## config.mk

```make
export PLATFORM = sky130hd
export DESIGN_NAME = mag_stream_top
export DESIGN_NICKNAME = d
export VERILOG_FILES = /design/src/mag_pkg.sv /design/src/prefix_adder.sv /design/src/pair_sorter.sv /design/src/pair_fifo.sv /design/src/magnitude_unit.sv /design/src/mag_stream_top.sv
export SDC_FILE = /design/constraint.sdc
export NUM_CORES = 1
export LEC_CHECK = 0
export BUFFER_PORTS_ARGS = -buffer_cell sky130_fd_sc_hd__buf_2
export CAP_MARGIN = 20
export CORE_ASPECT_RATIO = 1.25
export CORE_MARGIN = 4
export CORE_UTILIZATION = 50
export CTS_BUF_LIST = sky130_fd_sc_hd__clkbuf_16
export CTS_CLUSTER_SIZE = 20
export DETAILED_ROUTE_END_ITERATION = 8
export GPL_ROUTABILITY_DRIVEN = 0
export GPL_TIMING_DRIVEN = 0
export PLACE_DENSITY = 0.68
export SYNTH_ARGS = -nofsm -noshare
export SYNTH_HDL_FRONTEND = slang
export SYNTH_SLANG_ARGS = --single-unit
```

## constraint.sdc

```tcl
create_clock -name clk -period 18.75 [get_ports clk]
set_clock_uncertainty 0.1 [all_clocks]
set_input_delay 5.625 -clock clk [delete_from_list [all_inputs] [get_ports clk]]
set_output_delay 5.625 -clock clk [all_outputs]
set_load 0.03 [all_outputs]
```

## src/mag_pkg.sv

```systemverilog
// Magnitude comparator shared types
// Operand, leading-one index and the ordered pair that flows through the FIFO

`default_nettype none

package mag_pkg;

    // Operand and difference width
    localparam int operand_width = 16;

    // Bits needed to name any bit position of an operand
    localparam int index_width = $clog2(operand_width);

    // Entries in the pair buffer between the two stages
    localparam int fifo_depth = 4;

    // Unsigned operand, also used for the difference
    typedef logic [operand_width-1:0] operand_t;

    // Position of the leading one
    typedef logic [index_width-1:0] msb_index_t;

    // Pair after sorting, larger operand first
    typedef struct packed {
        operand_t larger;
        operand_t smaller;
        // Set only when a was strictly greater than b
        logic     a_larger;
    } ordered_pair_t;

endpackage

`default_nettype wire

```

## src/prefix_adder.sv

```systemverilog
// Ripple carry adder built from generate/propagate terms
// Any width, carry in and carry out exposed

`timescale 1ns/1ps
`default_nettype none

module prefix_adder #(
    parameter int width = 8
) (
    input  logic [width-1:0] a,
    input  logic [width-1:0] b,
    input  logic             cin,
    output logic [width-1:0] sum,
    output logic             cout
);

    logic [width-1:0] gen;
    logic [width-1:0] prop;
    // carry[i] is the carry into bit i
    logic [width:0]   carry;

    // Per-bit generate and propagate
    assign gen  = a & b;
    assign prop = a ^ b;

    assign carry[0] = cin;

    // Carry ripples one bit at a time
    for (genvar i = 0; i < width; i++) begin : g_carry
        // Bit i makes a carry or passes the incoming one along
        assign carry[i+1] = gen[i] | (prop[i] & carry[i]);
    end

    // Sum bit is propagate xor the carry coming in
    assign sum  = prop ^ carry[width-1:0];
    assign cout = carry[width];

endmodule

`default_nettype wire

```

## src/pair_sorter.sv

```systemverilog
// Producer stage of the magnitude stream
// Compares each operand pair and registers it as larger/smaller with the a_larger flag

`timescale 1ns/1ps
`default_nettype none

module pair_sorter (
    input  logic                   clk,
    input  logic                   arst_n,
    input  logic                   in_valid,
    output logic                   in_ready,
    input  mag_pkg::operand_t      in_a,
    input  mag_pkg::operand_t      in_b,
    output logic                   out_valid,
    input  logic                   out_ready,
    output mag_pkg::ordered_pair_t out_pair
);

    import mag_pkg::*;

    logic          a_gt_b;
    ordered_pair_t sorted;
    logic          take_in;

    // Strict compare, a tie counts as b larger
    assign a_gt_b = in_a > in_b;

    // Order the pair before it is stored
    always_comb begin
        sorted.a_larger = a_gt_b;
        if (a_gt_b) begin
            sorted.larger  = in_a;
            sorted.smaller = in_b;
        end else begin
            sorted.larger  = in_b;
            sorted.smaller = in_a;
        end
    end

    // Stage is free when empty or drained this cycle
    assign in_ready = !out_valid || out_ready;
    assign take_in  = in_valid && in_ready;

    // Valid bit of the single register stage
    always_ff @(posedge clk or negedge arst_n) begin
        if (!arst_n) begin
            out_valid <= 1'b0;
        end else if (in_ready) begin
            // Refill or empty, depending on the source
            out_valid <= in_valid;
        end
    end

    // Payload, loaded only on a real transfer
    always_ff @(posedge clk) begin
        if (take_in) begin
            out_pair <= sorted;
        end
    end

endmodule

`default_nettype wire

```

## src/pair_fifo.sv

```systemverilog
// Circular-buffer FIFO of ordered pairs
// Valid/ready on both sides, full and empty taken from the occupancy count

`timescale 1ns/1ps
`default_nettype none

module pair_fifo (
    input  logic                   clk,
    input  logic                   arst_n,
    input  logic                   wr_valid,
    output logic                   wr_ready,
    input  mag_pkg::ordered_pair_t wr_pair,
    output logic                   rd_valid,
    input  logic                   rd_ready,
    output mag_pkg::ordered_pair_t rd_pair
);

    import mag_pkg::*;

    // Storage array
    ordered_pair_t                       mem [fifo_depth];
    logic [$clog2(fifo_depth)-1:0]       wr_ptr;
    logic [$clog2(fifo_depth)-1:0]       rd_ptr;
    // One wider than the pointers so a full buffer can be counted
    logic [$clog2(fifo_depth+1)-1:0]     count;
    logic                                do_wr;
    logic                                do_rd;

    // Readiness from the count alone, so no write slips in while full
    assign wr_ready = count != fifo_depth;
    assign rd_valid = count != 0;

    assign do_wr = wr_valid && wr_ready;
    assign do_rd = rd_valid && rd_ready;

    // Head entry straight out of the array
    assign rd_pair = mem[rd_ptr];

    // Pointers and count
    always_ff @(posedge clk or negedge arst_n) begin
        if (!arst_n) begin
            wr_ptr <= '0;
            rd_ptr <= '0;
            count  <= '0;
        end else begin
            if (do_wr) begin
                // Wrap at the last entry, depth need not be a power of two
                if (wr_ptr == fifo_depth - 1) begin
                    wr_ptr <= '0;
                end else begin
                    wr_ptr <= wr_ptr + 1'b1;
                end
            end
            if (do_rd) begin
                if (rd_ptr == fifo_depth - 1) begin
                    rd_ptr <= '0;
                end else begin
                    rd_ptr <= rd_ptr + 1'b1;
                end
            end
            // Count moves only when exactly one side transfers
            if (do_wr && !do_rd) begin
                count <= count + 1'b1;
            end else if (do_rd && !do_wr) begin
                count <= count - 1'b1;
            end
        end
    end

    // Write port of the array
    always_ff @(posedge clk) begin
        if (do_wr) begin
            mem[wr_ptr] <= wr_pair;
        end
    end

endmodule

`default_nettype wire

```

## src/magnitude_unit.sv

```systemverilog
// Consumer stage of the magnitude stream
// Subtracts smaller from larger, finds the leading one and registers the result

`timescale 1ns/1ps
`default_nettype none

module magnitude_unit (
    input  logic                   clk,
    input  logic                   arst_n,
    input  logic                   in_valid,
    output logic                   in_ready,
    input  mag_pkg::ordered_pair_t in_pair,
    output logic                   out_valid,
    input  logic                   out_ready,
    output mag_pkg::operand_t      out_diff,
    output mag_pkg::msb_index_t    out_msb,
    output logic                   out_a_larger
);

    import mag_pkg::*;

    operand_t   diff;
    msb_index_t msb;
    logic       take_in;

    // Highest set bit, 0 when nothing is set
    function automatic msb_index_t find_msb(input operand_t value);
        msb_index_t idx;
        idx = '0;
        // Upward scan, the last hit is the highest bit
        for (int i = 0; i < operand_width; i++) begin
            if (value[i]) begin
                idx = msb_index_t'(i);
            end
        end
        return idx;
    endfunction

    // larger + ~smaller + 1, never negative since the pair is ordered
    prefix_adder #(
        .width (operand_width)
    ) sub0 (
        .a    (in_pair.larger),
        .b    (~in_pair.smaller),
        .cin  (1'b1),
        .sum  (diff),
        // Always set for an ordered pair
        .cout ()
    );

    assign msb = find_msb(diff);

    // Same ready rule as the producer stage
    assign in_ready = !out_valid || out_ready;
    assign take_in  = in_valid && in_ready;

    always_ff @(posedge clk or negedge arst_n) begin
        if (!arst_n) begin
            out_valid <= 1'b0;
        end else if (in_ready) begin
            out_valid <= in_valid;
        end
    end

    // Difference, index and flag move together
    always_ff @(posedge clk) begin
        if (take_in) begin
            out_diff     <= diff;
            out_msb      <= msb;
            out_a_larger <= in_pair.a_larger;
        end
    end

endmodule

`default_nettype wire

```

## src/mag_stream_top.sv

```systemverilog
// Streaming magnitude comparator top level
// Sorter, pair FIFO and magnitude unit in a valid/ready chain

`timescale 1ns/1ps
`default_nettype none

module mag_stream_top (
    input  logic                clk,
    input  logic                arst_n,
    input  logic                in_valid,
    output logic                in_ready,
    input  mag_pkg::operand_t   in_a,
    input  mag_pkg::operand_t   in_b,
    output logic                out_valid,
    input  logic                out_ready,
    output mag_pkg::operand_t   out_diff,
    output mag_pkg::msb_index_t out_msb,
    output logic                out_a_larger
);

    import mag_pkg::*;

    // Sorter to FIFO
    logic          sort_valid;
    logic          sort_ready;
    ordered_pair_t sort_pair;

    // FIFO to magnitude unit
    logic          buf_valid;
    logic          buf_ready;
    ordered_pair_t buf_pair;

    pair_sorter sort0 (
        .clk       (clk),
        .arst_n    (arst_n),
        .in_valid  (in_valid),
        .in_ready  (in_ready),
        .in_a      (in_a),
        .in_b      (in_b),
        .out_valid (sort_valid),
        .out_ready (sort_ready),
        .out_pair  (sort_pair)
    );

    // Absorbs back-pressure from the output side
    pair_fifo fifo0 (
        .clk      (clk),
        .arst_n   (arst_n),
        .wr_valid (sort_valid),
        .wr_ready (sort_ready),
        .wr_pair  (sort_pair),
        .rd_valid (buf_valid),
        .rd_ready (buf_ready),
        .rd_pair  (buf_pair)
    );

    magnitude_unit mag0 (
        .clk          (clk),
        .arst_n       (arst_n),
        .in_valid     (buf_valid),
        .in_ready     (buf_ready),
        .in_pair      (buf_pair),
        .out_valid    (out_valid),
        .out_ready    (out_ready),
        .out_diff     (out_diff),
        .out_msb      (out_msb),
        .out_a_larger (out_a_larger)
    );

endmodule

`default_nettype wire

```

Yosys cells after proc, flatten, opt, wreduce, memory -nomap -nowiden

Memory sizes are Yosys's and may differ from the RTL's.
Cells that the tools add are included.

Muxes and demuxes: 21
Add/sub/neg operators: 4
Order comparisons: 1
Reduce and logical (&&, ||, !) cells: 16
Eq/ne operators: 3
Bitwise logic cells: 33

Operator list:

| operator                                          | count |
|---|---|
| two-way mux 32 bit                                | 1 |
| XOR 16 bit                                        | 2 |
| two-way mux 4 bit                                 | 6 |
| two-way mux 3 bit                                 | 6 |
| > comparator 16 bit                               | 1 |
| NOT 16 bit                                        | 1 |
| AND 15 bit                                        | 1 |
| OR 1 bit                                          | 15 |
| AND 1 bit                                         | 14 |
| two-way mux 2 bit                                 | 4 |
| OR reduction 8 bit                                | 1 |
| logical AND 1 bit                                 | 5 |
| adder 2 x 1 -> 2 bit (second input constant)      | 2 |
| == test 2 bit (second input constant)             | 2 |
| zero test 1 bit                                   | 4 |
| two-way mux 1 bit                                 | 4 |
| OR reduction 4 bit                                | 1 |
| adder 3 x 1 -> 3 bit (second input constant)      | 1 |
| != test 3 bit (second input constant)             | 1 |
| nonzero test 3 bit                                | 1 |
| subtractor 3 x 1 -> 3 bit (second input constant) | 1 |
| logical OR 1 bit                                  | 2 |
| nonzero test 2 bit                                | 1 |
| OR reduction 2 bit                                | 1 |

Memories kept: 1
Bits in writable memories: 132
Logic and storage cells: 93
Flip-flop bits (word level): 63

Memories:

| memory    | words | width | rd ports | clocked after memory_dff | write ports | RTL line        | RTL |
|---|---|---|---|---|---|---|---|
| fifo0.mem | 4     | 33    | 1        | 0                        | 1           | pair_fifo.sv:21 | `ordered_pair_t mem [fifo_depth];` |

Longest topological paths before layout

Gate-level depths: netlist of the first run.
An unclocked memory read counts as a cell.

Word-level depth: 47
Gate-level depth with buffers: 30

By module

A second synthesis of the first run with hierarchy kept.

Cell total of the unflattened synthesis: 434
Area total of the unflattened synthesis: 8468.1 um^2

Modules (own cells, without submodules):

| module         | sequential area each (um^2) | times used | cells each | area an instance (um^2) |
|---|---|---|---|---|
| pair_fifo      | 4139.0                      | 1          | 210        | 5253.8 |
| pair_sorter    | 1016.0                      | 1          | 132        | 1974.4 |
| magnitude_unit | 655.6                       | 1          | 66         | 882.1 |
| prefix_adder   | 0.0                         | 1          | 26         | 357.8 |

Least setup slack after synthesis of the first run

Ideal clock, no wire load.

Path kind: input-to-reg
From: input out_ready
To: register fifo0.count[1]
Arrival time: 7950 ps
Slack: 10575 ps
Cell stages on the path: 7
Path buffers: 0
Cell sequence: inv_1 > a21oi_1 > inv_1 > ha_1 > inv_1 > fa_1 > mux2_2

Longest elaborated chain between the ends: 5
Elaborated cells between the ends (all ways): 7

RTL lines:

| item                                                    | RTL line             | RTL |
|---|---|---|
| from (decl)                                             | mag_stream_top.sv:15 | `input logic out_ready,` |
| logical OR 1 bit *                                      | magnitude_unit.sv:54 | `assign in_ready = !out_valid \|\| out_ready;` |
| logical AND 1 bit *                                     | pair_fifo.sv:34      | `assign do_rd = rd_valid && rd_ready;` |
| net fifo0.do_rd                                         | pair_fifo.sv:27      | `logic do_rd;` |
| zero test 1 bit                                         | pair_fifo.sv:62      | `if (do_wr && !do_rd) begin` |
| logical AND 1 bit                                       | pair_fifo.sv:62      |  |
| two-way mux 3 bit or nonzero test 2 bit (tied branches) | --                   |  |
| to (signal assigned)                                    | pair_fifo.sv:63      | `count <= count + 1'b1;` |
| to (signal assigned)                                    | pair_fifo.sv:65      | `count <= count - 1'b1;` |
| to (decl)                                               | pair_fifo.sv:25      | `logic [$clog2(fifo_depth+1)-1:0] count;` |

Mark *: on every way through the listed nets, which the timed path passes. The rest lies on a longest branch.
A chain may end at the register's enable or synchronous reset.

==> impl_metrics.py, run 1 <==
metrics = {
    "floorplanning": {
        "rows": 52,
        "die_area_um2": 18700,
        "core_area_um2": 16200,
        "io-pin-count": 59,
        "die_y_um": 152,
        "start_util_pct": 51.0,
        "dieWidth_um": 123,
    },
    "clock_tree": {
        "cts_resized": 0,
        "post_cts_buffers": 0,
        "cts_hold_buf": 0,
        "cts.sink_count": 195,
        "clk_pin_slew_ns": 0.07,
        "clock_tree.buffer_depth": 2,
        "htreeDepth": 4,
        "cts-root-buf": "clkbuf_16",
        "clkLatencyLatePin_ns": 0.42,
        "cts_tree": "done",
        "numCtsBuffers": 17,
    },
    "yosys": {
        "yosysWarnings": 0,
        "syn_area_um2": 8270,
        "synth_edf_count": 186,
        "ys_seq_elements": 195,
        "ys_types": 43,
        "syn_inst": 436,
        "synth_top_area_share_pct": 67.6,
        "synth.area.top_cells": "edfxtp_1 (68%), mux4_2 (8.7%), fa_1 (3.6%)",
        "ys.flop_type": "edfxtp_1",
        "async_flop_share_pct": 4.62,
        "avgSynthCellArea_um2": 19.0,
        "syn-num-nets": 510,
        "synth_top_area_cell": "edfxtp_1",
        "synth-seq-area-share_pct": 70.3,
    },
    "run": {
        "max_cap_viol_count": 0,
    },
    "sta": {
        "worst_pin_slew_ns": 0.796,
        "finalSetupViolCount": 0,
        "period_needed_ns": 7.82,
        "timing.setup.tns_ns": 0,
        "hold_viol": 0,
        "rsz0062_at_grt": "no",
        "drv_slew": 0,
        "fmax_ghz": 0.128,
        "min_period_over_period_pct": 41.7,
        "relSlewSlack_pct": 46.9,
    },
    "drt": {
        "drt_iter0_markers": 256,
        "vias": 3904,
        "route.detailed.drc": 0,
        "firstDrtPassIters": 5,
        "vias_per_cell": 5.22,
        "wl_per_cell_um": 18.4,
        "routed-wl-met3_um": 607,
        "wl_met2_mm": 7.24,
        "drt-total-wl_mm": 13.8,
        "wl_met1_mm": 5.72,
        "highest_layer": "met4",
        "drtAntennaViolNets": 0,
    },
    "setup_path": {
        "cp.arrival_ns": 7.88,
        "cp_data_required_time_ns": 18.82,
        "crit_chain": "buf_2 > ha_1 > and3_1 > a221oi_2 > o21ai_1 > o31ai_4 > inv_4 > buf_6 > mux2_4",
        "worstPathMaxFanout": 10,
        "critPathMaxStageDelay_ns": 0.50,
        "path_class": "input pin to flip-flop",
        "slowest_stage": "o31ai_4",
        "critPathCaptureType": "flip-flop",
        "startpoint_type": "input pin",
    },
    "power": {
        "p_per_area_nw_per_um2": 180,
        "p_leak_nw": 3.57,
        "total_power_w": 0.00172,
        "peakVddDrop_mv": 0.0889,
    },
    "finish": {
        "drive_gt1_share_pct": 33.1,
        "layout_common_cells": "edfxtp_1 (186), buf_2 (60), inv_1 (56)",
        "syn_to_final_growth_pct": 15.7,
        "antenna_cells": 0,
        "mostFrequentLayoutCell": "edfxtp_1",
        "fillers": 1188,
        "regArea_um2": 5810,
        "multi_input_area_um2": 2200,
        "final_nets": 593,
        "stdcell_count": 748,
    },
    "global_route": {
        "grt-ovfl-total": 0,
        "antenna_found_initial": 0,
        "grt_pass1_wl_mm": 22.1,
        "grt_usage_pct": 16.1,
        "grt_max_degree": 34,
        "grt_pass1_vias": 4226,
    },
    "status": {
        "status": "finished clean",
    },
    "worst_hold_path": {
        "min_path_type": "flip-flop to flip-flop",
    },
    "placement": {
        "portBuffers": 58,
        "dpl.hpwl_mm": 9.86,
        "dp_cells": 716,
    },
}
layer usage:
layer	global-route usage (%)	vias up
li1	-	1822
met1	20.6	1957
met2	27.9	109
met3	3.04	16
met4	5.26	0
met5	0	-
cells in the mapped netlist, types with 2 or more instances:
master    count
fa_1         15
dfrtp_1       9
mux4_2       32
nor2_1        9
inv_1        56
nand4_1       2
xor2_1        2
a21oi_1       6
buf_2         2
nand2_1       3
edfxtp_1    186
and2_1        5
clkbuf_1      5
mux2_2       26
mux2_4        9
nand2b_1      3
o21ai_0       5
ha_1         23
a21o_1        5
nand3_1       5
xnor2_1       6
worst max-delay path, delay by kind of cell:
family,cells,cell delay (ns)
compound gates,3,0.94
buf+inv,3,0.45
simple gates,1,0.23
fa+ha+maj,1,0.31
mux,1,0.31
flip-flops by register name, indices dropped and copies added, names as in the netlist:
register	count
fifo0.rd_ptr	2
fifo0.count	3
sort0.out_valid	1
mag0.out_msb	4
fifo0.mem	132
fifo0.wr_ptr	2
sort0.out_pair	33
mag0.out_valid	1
mag0.out_diff	16
mag0.out_a_larger	1
worst paths after layout:
check / start / endpoint / slack, ns / cells past startpoint
worst max-delay path: in_a[12] / sort0.out_pair[27]$_DFFE_PP_ / 10.93 / 9
worst min-delay path: sort0.out_pair[31]$_DFFE_PP_ / fifo0.mem[2][31]$_DFFE_PP_ / 0.39 / 0
worst max register to register: fifo0.rd_ptr[0]$_DFFE_PN0P_ / mag0.out_msb[3]$_SDFFCE_PP1P_ / 11.22 / 29
worst min register to register: sort0.out_pair[31]$_DFFE_PP_ / fifo0.mem[2][31]$_DFFE_PP_ / 0.39 / 0
max in group asynchronous: arst_n / fifo0.rd_ptr[1]$_DFFE_PN0P_ / 13.39 / 1
min in group asynchronous: arst_n / fifo0.count[2]$_DFFE_PN0P_ / 4.96 / 1
metrics by stage:
stage / hold WS, ns / worst slack, ns / instance area, um^2 / utilization (%)
final: 0.392 / 10.93 / 9560 / 59.0
after global routing: 0.426 / 10.70 / 9560 / 59.0
after CTS: 0.400 / 10.89 / 9560 / 59.0
after detailed placement: 0.379 / 10.43 / 8960 / 55.3
after global placement: 0.367 / 10.05 / 8830 / 54.5
after floorplan: 0.359 / 10.58 / 8270 / -
final cells by class:
cell class	count	area share [%]
clock inverter	15	1.88
timing repair buffer	64	4.32
inverter	57	2.26
tap	216	2.83
multi-input combinational	174	23.0
sequential	195	60.8
buffer	10	0.536
clock buffer	17	4.45
logic make-up after synthesis:
group	share of synthesized area, %
flip-flops	70.3
buffers and inverters	3.24
multiplexers	13.9
adder cells (fa/ha/maj)	7.11
AND/OR/NAND/NOR	2.07
AO/OA/AOI/OAI	2.53
XOR/XNOR	0.848
report_power, final:
part           switching, W  internal, W
Clock              0.000153     0.000211
Combinational      0.000393     0.000279
Sequential        0.0000387     0.000644
Note: power is estimated with default switching activity, not from simulation.
==> run 2, diff against run 1 <==
- ABC_AREA: unset -> 1
- clock period: 18.75 -> 7.9 ns (I/O delays scaled with it)
==> run 2 against run 1 <==
Against the previous run:
- sequential share of layout area down 0.58 points
- flip-flop and latch count unchanged
- critical path depth up 24
- sequential power up 140%
- worst setup slack worse by 11 ns
- largest cell class unchanged
- register-to-register slack worse by 11 ns
- utilization up 0.33 points
- clock power up 140%
- cell area up 0.97%
==> impl_metrics.py, run 2 <==
metrics = {
    "setup_path": {
        "cp_data_required_time_ns": 7.99,
        "critPathMaxStageDelay_ns": 0.53,
        "cp.arrival_ns": 7.63,
        "worstPathMaxFanout": 10,
        "path_common_cell": "fa_1",
        "slowest_stage": "dfrtp_1",
        "startpoint_type": "flip-flop",
        "path_class": "flip-flop to flip-flop",
        "r2r_setup_slack_ns": 0.36,
        "critPathCaptureType": "flip-flop",
    },
    "drt": {
        "drtAntennaViolNets": 0,
        "drt-total-wl_mm": 16.6,
        "vias": 5097,
        "vias_per_cell": 5.29,
        "route.detailed.drc": 0,
        "drt_iter0_markers": 495,
        "wl_per_cell_um": 17.3,
        "firstDrtPassIters": 5,
    },
    "status": {
        "status": "finished clean",
    },
    "yosys": {
        "yosysWarnings": 0,
        "synth-seq-area-share_pct": 70.0,
        "syn_inst": 653,
        "yosysMostFrequentCell": "edfxtp_1",
        "yosys-top-cells-count": "edfxtp_1 (186), nand2_1 (142), inv_1 (56), o21ai_0 (56), nor2_1 (50)",
        "syn_area_um2": 8300,
        "ys.flop_type": "edfxtp_1",
        "synth_top_area_share_pct": 67.3,
        "avgSynthCellArea_um2": 12.7,
        "synth_edf_count": 186,
        "syn-num-nets": 727,
        "ys_types": 30,
        "async_flop_share_pct": 4.62,
        "synth_top_area_cell": "edfxtp_1",
        "synth.area.top_cells": "edfxtp_1 (67%), nand2_1 (6.4%), fa_1 (3.6%)",
        "ys_seq_elements": 195,
    },
    "floorplanning": {
        "core_area_um2": 16300,
        "io-pin-count": 59,
        "die_y_um": 152,
        "dieWidth_um": 123,
        "start_util_pct": 51.1,
        "rows": 52,
        "die_area_um2": 18700,
    },
    "power": {
        "p_per_area_nw_per_um2": 464,
        "peakVddDrop_mv": 0.200,
        "p_leak_nw": 3.74,
    },
    "global_route": {
        "grt_max_degree": 34,
        "grt_usage_pct": 18.6,
        "grt-ovfl-total": 0,
        "grt_pass1_wl_mm": 26.3,
        "antenna_found_initial": 0,
        "grt_pass1_vias": 5078,
    },
    "finish": {
        "final_core_util_pct": 59.4,
        "antenna_cells": 0,
        "largest_reg_flops": 132,
        "syn_to_final_growth_pct": 16.3,
        "mostFrequentLayoutCell": "edfxtp_1",
        "drive_gt1_share_pct": 15.5,
        "final_nets": 810,
        "largest_register": "fifo0.mem",
        "reg_top3": "fifo0.mem (132), sort0.out_pair (33), mag0.out_diff (16)",
        "layout_common_cells": "edfxtp_1 (186), nand2_1 (142), buf_2 (62)",
    },
    "sta": {
        "min_period_over_period_pct": 95.5,
        "worst_pin_slew_ns": 0.745,
        "hold_viol": 0,
        "period_needed_ns": 7.54,
        "timing.setup.tns_ns": 0,
        "fmax_ghz": 0.133,
        "rsz0062_at_grt": "no",
        "relSlewSlack_pct": 50.2,
        "drv_slew": 0,
        "finalSetupViolCount": 0,
    },
    "placement": {
        "dpl.hpwl_mm": 12.0,
        "portBuffers": 58,
    },
    "clock_tree": {
        "clock_tree.buffer_depth": 2,
        "post_cts_buffers": 0,
        "cts.sink_count": 195,
        "htreeDepth": 4,
        "clkLatencyLatePin_ns": 0.44,
        "numCtsBuffers": 17,
        "cts-root-buf": "clkbuf_16",
        "cts_resized": 0,
        "clk_pin_slew_ns": 0.07,
        "cts_tree": "done",
        "cts_hold_buf": 0,
    },
    "worst_hold_path": {
        "min_path_type": "flip-flop to flip-flop",
    },
    "run": {
        "max_cap_viol_count": 0,
    },
}
[run 2: changes by cell type after synthesis, moves of 7 or more]
| cell | delta |
|---|---|
| nand2_1 | +139 |
| o22ai_1 | +16 |
| clkbuf_1 | +8 |
| mux2_4 | -9 |
| o21ai_1 | +7 |
| a21oi_1 | +20 |
| nor2_1 | +41 |
| o21ai_0 | +51 |
| mux2_2 | -25 |
| a32o_1 | +15 |
| mux4_2 | -32 |
[run 2: final cells by class]
cell class	count	area (um^2)
buffer	26	114
multi-input combinational	372	2190
inverter	60	225
sequential	195	5810
fill	1289	6610
timing repair buffer	64	428
clock buffer	17	425
tap	216	270
clock inverter	14	194
[run 2: worst paths after layout]
path	from	cells past startpoint	end
setup / recovery	fifo0.rd_ptr[1]$_DFFE_PN0P_	33	mag0.out_msb[1]$_SDFFCE_PP1P_
hold / removal	sort0.out_pair[1]$_DFFE_PP_	0	fifo0.mem[1][1]$_DFFE_PP_
setup reg to reg	fifo0.rd_ptr[1]$_DFFE_PN0P_	33	mag0.out_msb[1]$_SDFFCE_PP1P_
hold reg to reg	sort0.out_pair[1]$_DFFE_PP_	0	fifo0.mem[1][1]$_DFFE_PP_
max in group asynchronous	arst_n	1	fifo0.rd_ptr[0]$_DFFE_PN0P_
min in group asynchronous	arst_n	1	sort0.out_valid$_DFFE_PN0N_
[run 2: routing by layer]
layer / global-route usage (%) / vias to the layer above / part of all wire (%)
met1: 23.4 / 2428 / 41
met4: 7.44 / 0 / 2.9
met2: 30.8 / 178 / 50
li1: - / 2453 / -
met5: 0 / - / 0
met3: 4.28 / 38 / 5.9
[run 2: where the power goes]
part | internal [W] | total (W) | switching (W)
sequential | 0.00155 | 0.00165 | 0.000101
clock | 0.000508 | 0.000892 | 0.000384
combinational | 0.000659 | 0.00193 | 0.00127
[run 2: logic make-up after synthesis]
logic type      synth area share [%]
simple gates                    9.61
compound gates                  8.71
flops                           70.0
fa+ha+maj                       7.08
buf+inv                         4.08
xor+xnor                       0.407
mux                            0.136
[run 2: stage by stage]
stage,cells,setup WS (ns),cell area [um^2],total power [W],hold slack [ns]
CTS,963,0.441,9630,0.00449,0.394
finish,964,0.357,9660,0.00448,0.395
detailed placement,932,0.536,9010,0.00360,0.377
global placement,927,0.608,8860,0.00350,0.367
floorplan,653,1.51,8300,0.00297,0.359
global route,964,0.0513,9660,0.00481,0.416
[run 2: critical path: cells and delay by family, from the launching register on]
family,cells,cell delay [ns]
flops,1,0.53
buf+inv,12,1.57
xor+xnor,1,0.18
fa+ha+maj,15,4.12
simple gates,3,0.40
compound gates,2,0.39
==> run 3, diff against run 2 <==
- ABC_AREA: 1 -> unset
==> run 3 against run 2 <==
Against the previous run:
- critical path depth is 5 lower
- flip-flop and latch count is the same
- final cell count shrank 22%
- worst hold slack lost 0.0025 ns
- sequential power hardly changed
- highest routed layer unchanged
==> impl_metrics.py, run 3 (same netlist as run 1, synthesis figures left out) <==
metrics = {
    "sta": {
        "hold_viol": 0,
        "min_period_over_period_pct": 92.9,
        "worst_pin_slew_ns": 0.690,
        "period_needed_ns": 7.34,
        "finalSetupViolCount": 0,
        "rsz0062_at_grt": "no",
        "relSlewSlack_pct": 54.0,
        "fmax_ghz": 0.136,
        "drv_slew": 0,
        "timing.setup.tns_ns": 0,
    },
    "clock_tree": {
        "numCtsBuffers": 17,
        "post_cts_buffers": 0,
        "clk_pin_slew_ns": 0.07,
        "cts.sink_count": 195,
        "htreeDepth": 4,
        "clock_tree.buffer_depth": 2,
        "cts_tree": "done",
        "cts_hold_buf": 0,
        "cts-root-buf": "clkbuf_16",
        "clkLatencyLatePin_ns": 0.42,
    },
    "placement": {
        "dp_cells": 716,
        "portBuffers": 58,
        "dpl.hpwl_mm": 9.86,
    },
    "floorplanning": {
        "start_util_pct": 51.0,
        "die_y_um": 152,
        "rows": 52,
        "dieWidth_um": 123,
        "die_area_um2": 18700,
        "io-pin-count": 59,
        "core_area_um2": 16200,
    },
    "global_route": {
        "grt_pass1_wl_mm": 22.1,
        "antenna_found_initial": 0,
        "grt_usage_pct": 16.1,
        "grt-ovfl-total": 0,
        "grt_max_degree": 34,
        "grt_pass1_vias": 4226,
    },
    "setup_path": {
        "cp_data_required_time_ns": 7.97,
        "startpoint_type": "flip-flop",
        "crit_buf_inv": 11,
        "path_common_cell": "fa_1",
        "path_class": "flip-flop to flip-flop",
        "slowest_stage": "mux4_2",
        "critPathCaptureType": "flip-flop",
        "worstPathMaxFanout": 10,
        "cp.arrival_ns": 7.41,
        "path_delay_family": "adder cells",
        "critPathMaxStageDelay_ns": 0.60,
    },
    "finish": {
        "fillers": 1187,
        "syn_to_final_growth_pct": 15.7,
        "layout_common_cells": "edfxtp_1 (186), buf_2 (60), inv_1 (56)",
        "largest_register": "fifo0.mem",
        "largest_reg_flops": 132,
        "mostFrequentLayoutCell": "edfxtp_1",
        "antenna_cells": 0,
        "regArea_um2": 5810,
        "multi_input_area_um2": 2200,
        "drive_gt1_share_pct": 33.3,
        "final_nets": 593,
        "reg_top3": "fifo0.mem (132), sort0.out_pair (33), mag0.out_diff (16)",
        "stdcell_count": 748,
    },
    "drt": {
        "firstDrtPassIters": 4,
        "vias": 3903,
        "vias_per_cell": 5.22,
        "wl_per_cell_um": 18.4,
        "drtAntennaViolNets": 0,
        "drt-total-wl_mm": 13.8,
        "drt_iter0_markers": 258,
        "route.detailed.drc": 0,
    },
    "worst_hold_path": {
        "min_path_type": "flip-flop to flip-flop",
    },
    "run": {
        "max_cap_viol_count": 0,
    },
    "power": {
        "p_leak_nw": 3.57,
        "p_per_area_nw_per_um2": 427,
        "peakVddDrop_mv": 0.210,
    },
    "status": {
        "status": "finished clean",
    },
}
[run 3: cell type report]
class	instances	share of cell area, %
buffer	10	0.549
clock inverter	15	1.88
tap	216	2.83
multi-input combinational	174	23.0
inverter	57	2.26
clock buffer	17	4.45
sequential	195	60.8
timing repair buffer	64	4.32
[run 3: timing repair]
item | 4_1_cts | 5_1_grt
setup endpoints to repair | 0 | 4
endpoints found under the hold margin | 0 | 0
gates resized for setup | 0 | 2
[run 3: worst reg2reg max path: cells and delay by family, from the launching register on]
kind,cells,cell delay [ns]
adders and majority gates,15,4.24
DFF,1,0.36
muxes,1,0.60
buffers and inverters,11,1.58
AOI/OAI and AO/OA,1,0.21
[run 3: path summary, 6_finish.rpt]
path	from	end	slack, ns	cells past startpoint
worst min-delay path	sort0.out_pair[31]$_DFFE_PP_	fifo0.mem[2][31]$_DFFE_PP_	0.39	0
worst max register to register	fifo0.rd_ptr[0]$_DFFE_PN0P_	mag0.out_msb[0]$_SDFFCE_PP1P_	0.56	28
worst max-delay path	fifo0.rd_ptr[0]$_DFFE_PN0P_	mag0.out_msb[0]$_SDFFCE_PP1P_	0.56	28
max in group asynchronous	arst_n	fifo0.rd_ptr[1]$_DFFE_PN0P_	5.80	1
worst min register to register	sort0.out_pair[31]$_DFFE_PP_	fifo0.mem[2][31]$_DFFE_PP_	0.39	0
min in group asynchronous	arst_n	fifo0.count[2]$_DFFE_PN0P_	1.70	1
[run 3: per-stage QoR]
step           power [W]  area, um^2  utilization, %  hold slack, ns  setup WS, ns
2_1_floorplan    0.00277        8270               -           0.359          1.20
3_3_place_gp     0.00317        8830            54.5           0.367         0.378
3_5_place_dp     0.00327        8960            55.3           0.379         0.284
4_1_cts          0.00414        9560            59.0           0.400         0.265
5_1_grt          0.00435        9560            59.0           0.426         0.118
6_report         0.00408        9560            59.0           0.392         0.559
[run 3: report_power, final]
group	internal, W	total, W	leakage [nW]	switching [W]
clock network	0.000502	0.000865	0.297	0.000363
logic	0.000662	0.00159	1.44	0.000932
registers	0.00153	0.00162	1.83	0.0000919
total	0.00269	0.00408	3.57	0.00139
[run 3: per-layer routing]
| layer | track usage [%] | wire [um] |
|---|---|---|
| met3 | 3.04 | 616 |
| met4 | 5.26 | 228 |
| met5 | 0 | 0 |
| met1 | 20.6 | 5680 |
| met2 | 27.9 | 7260 |
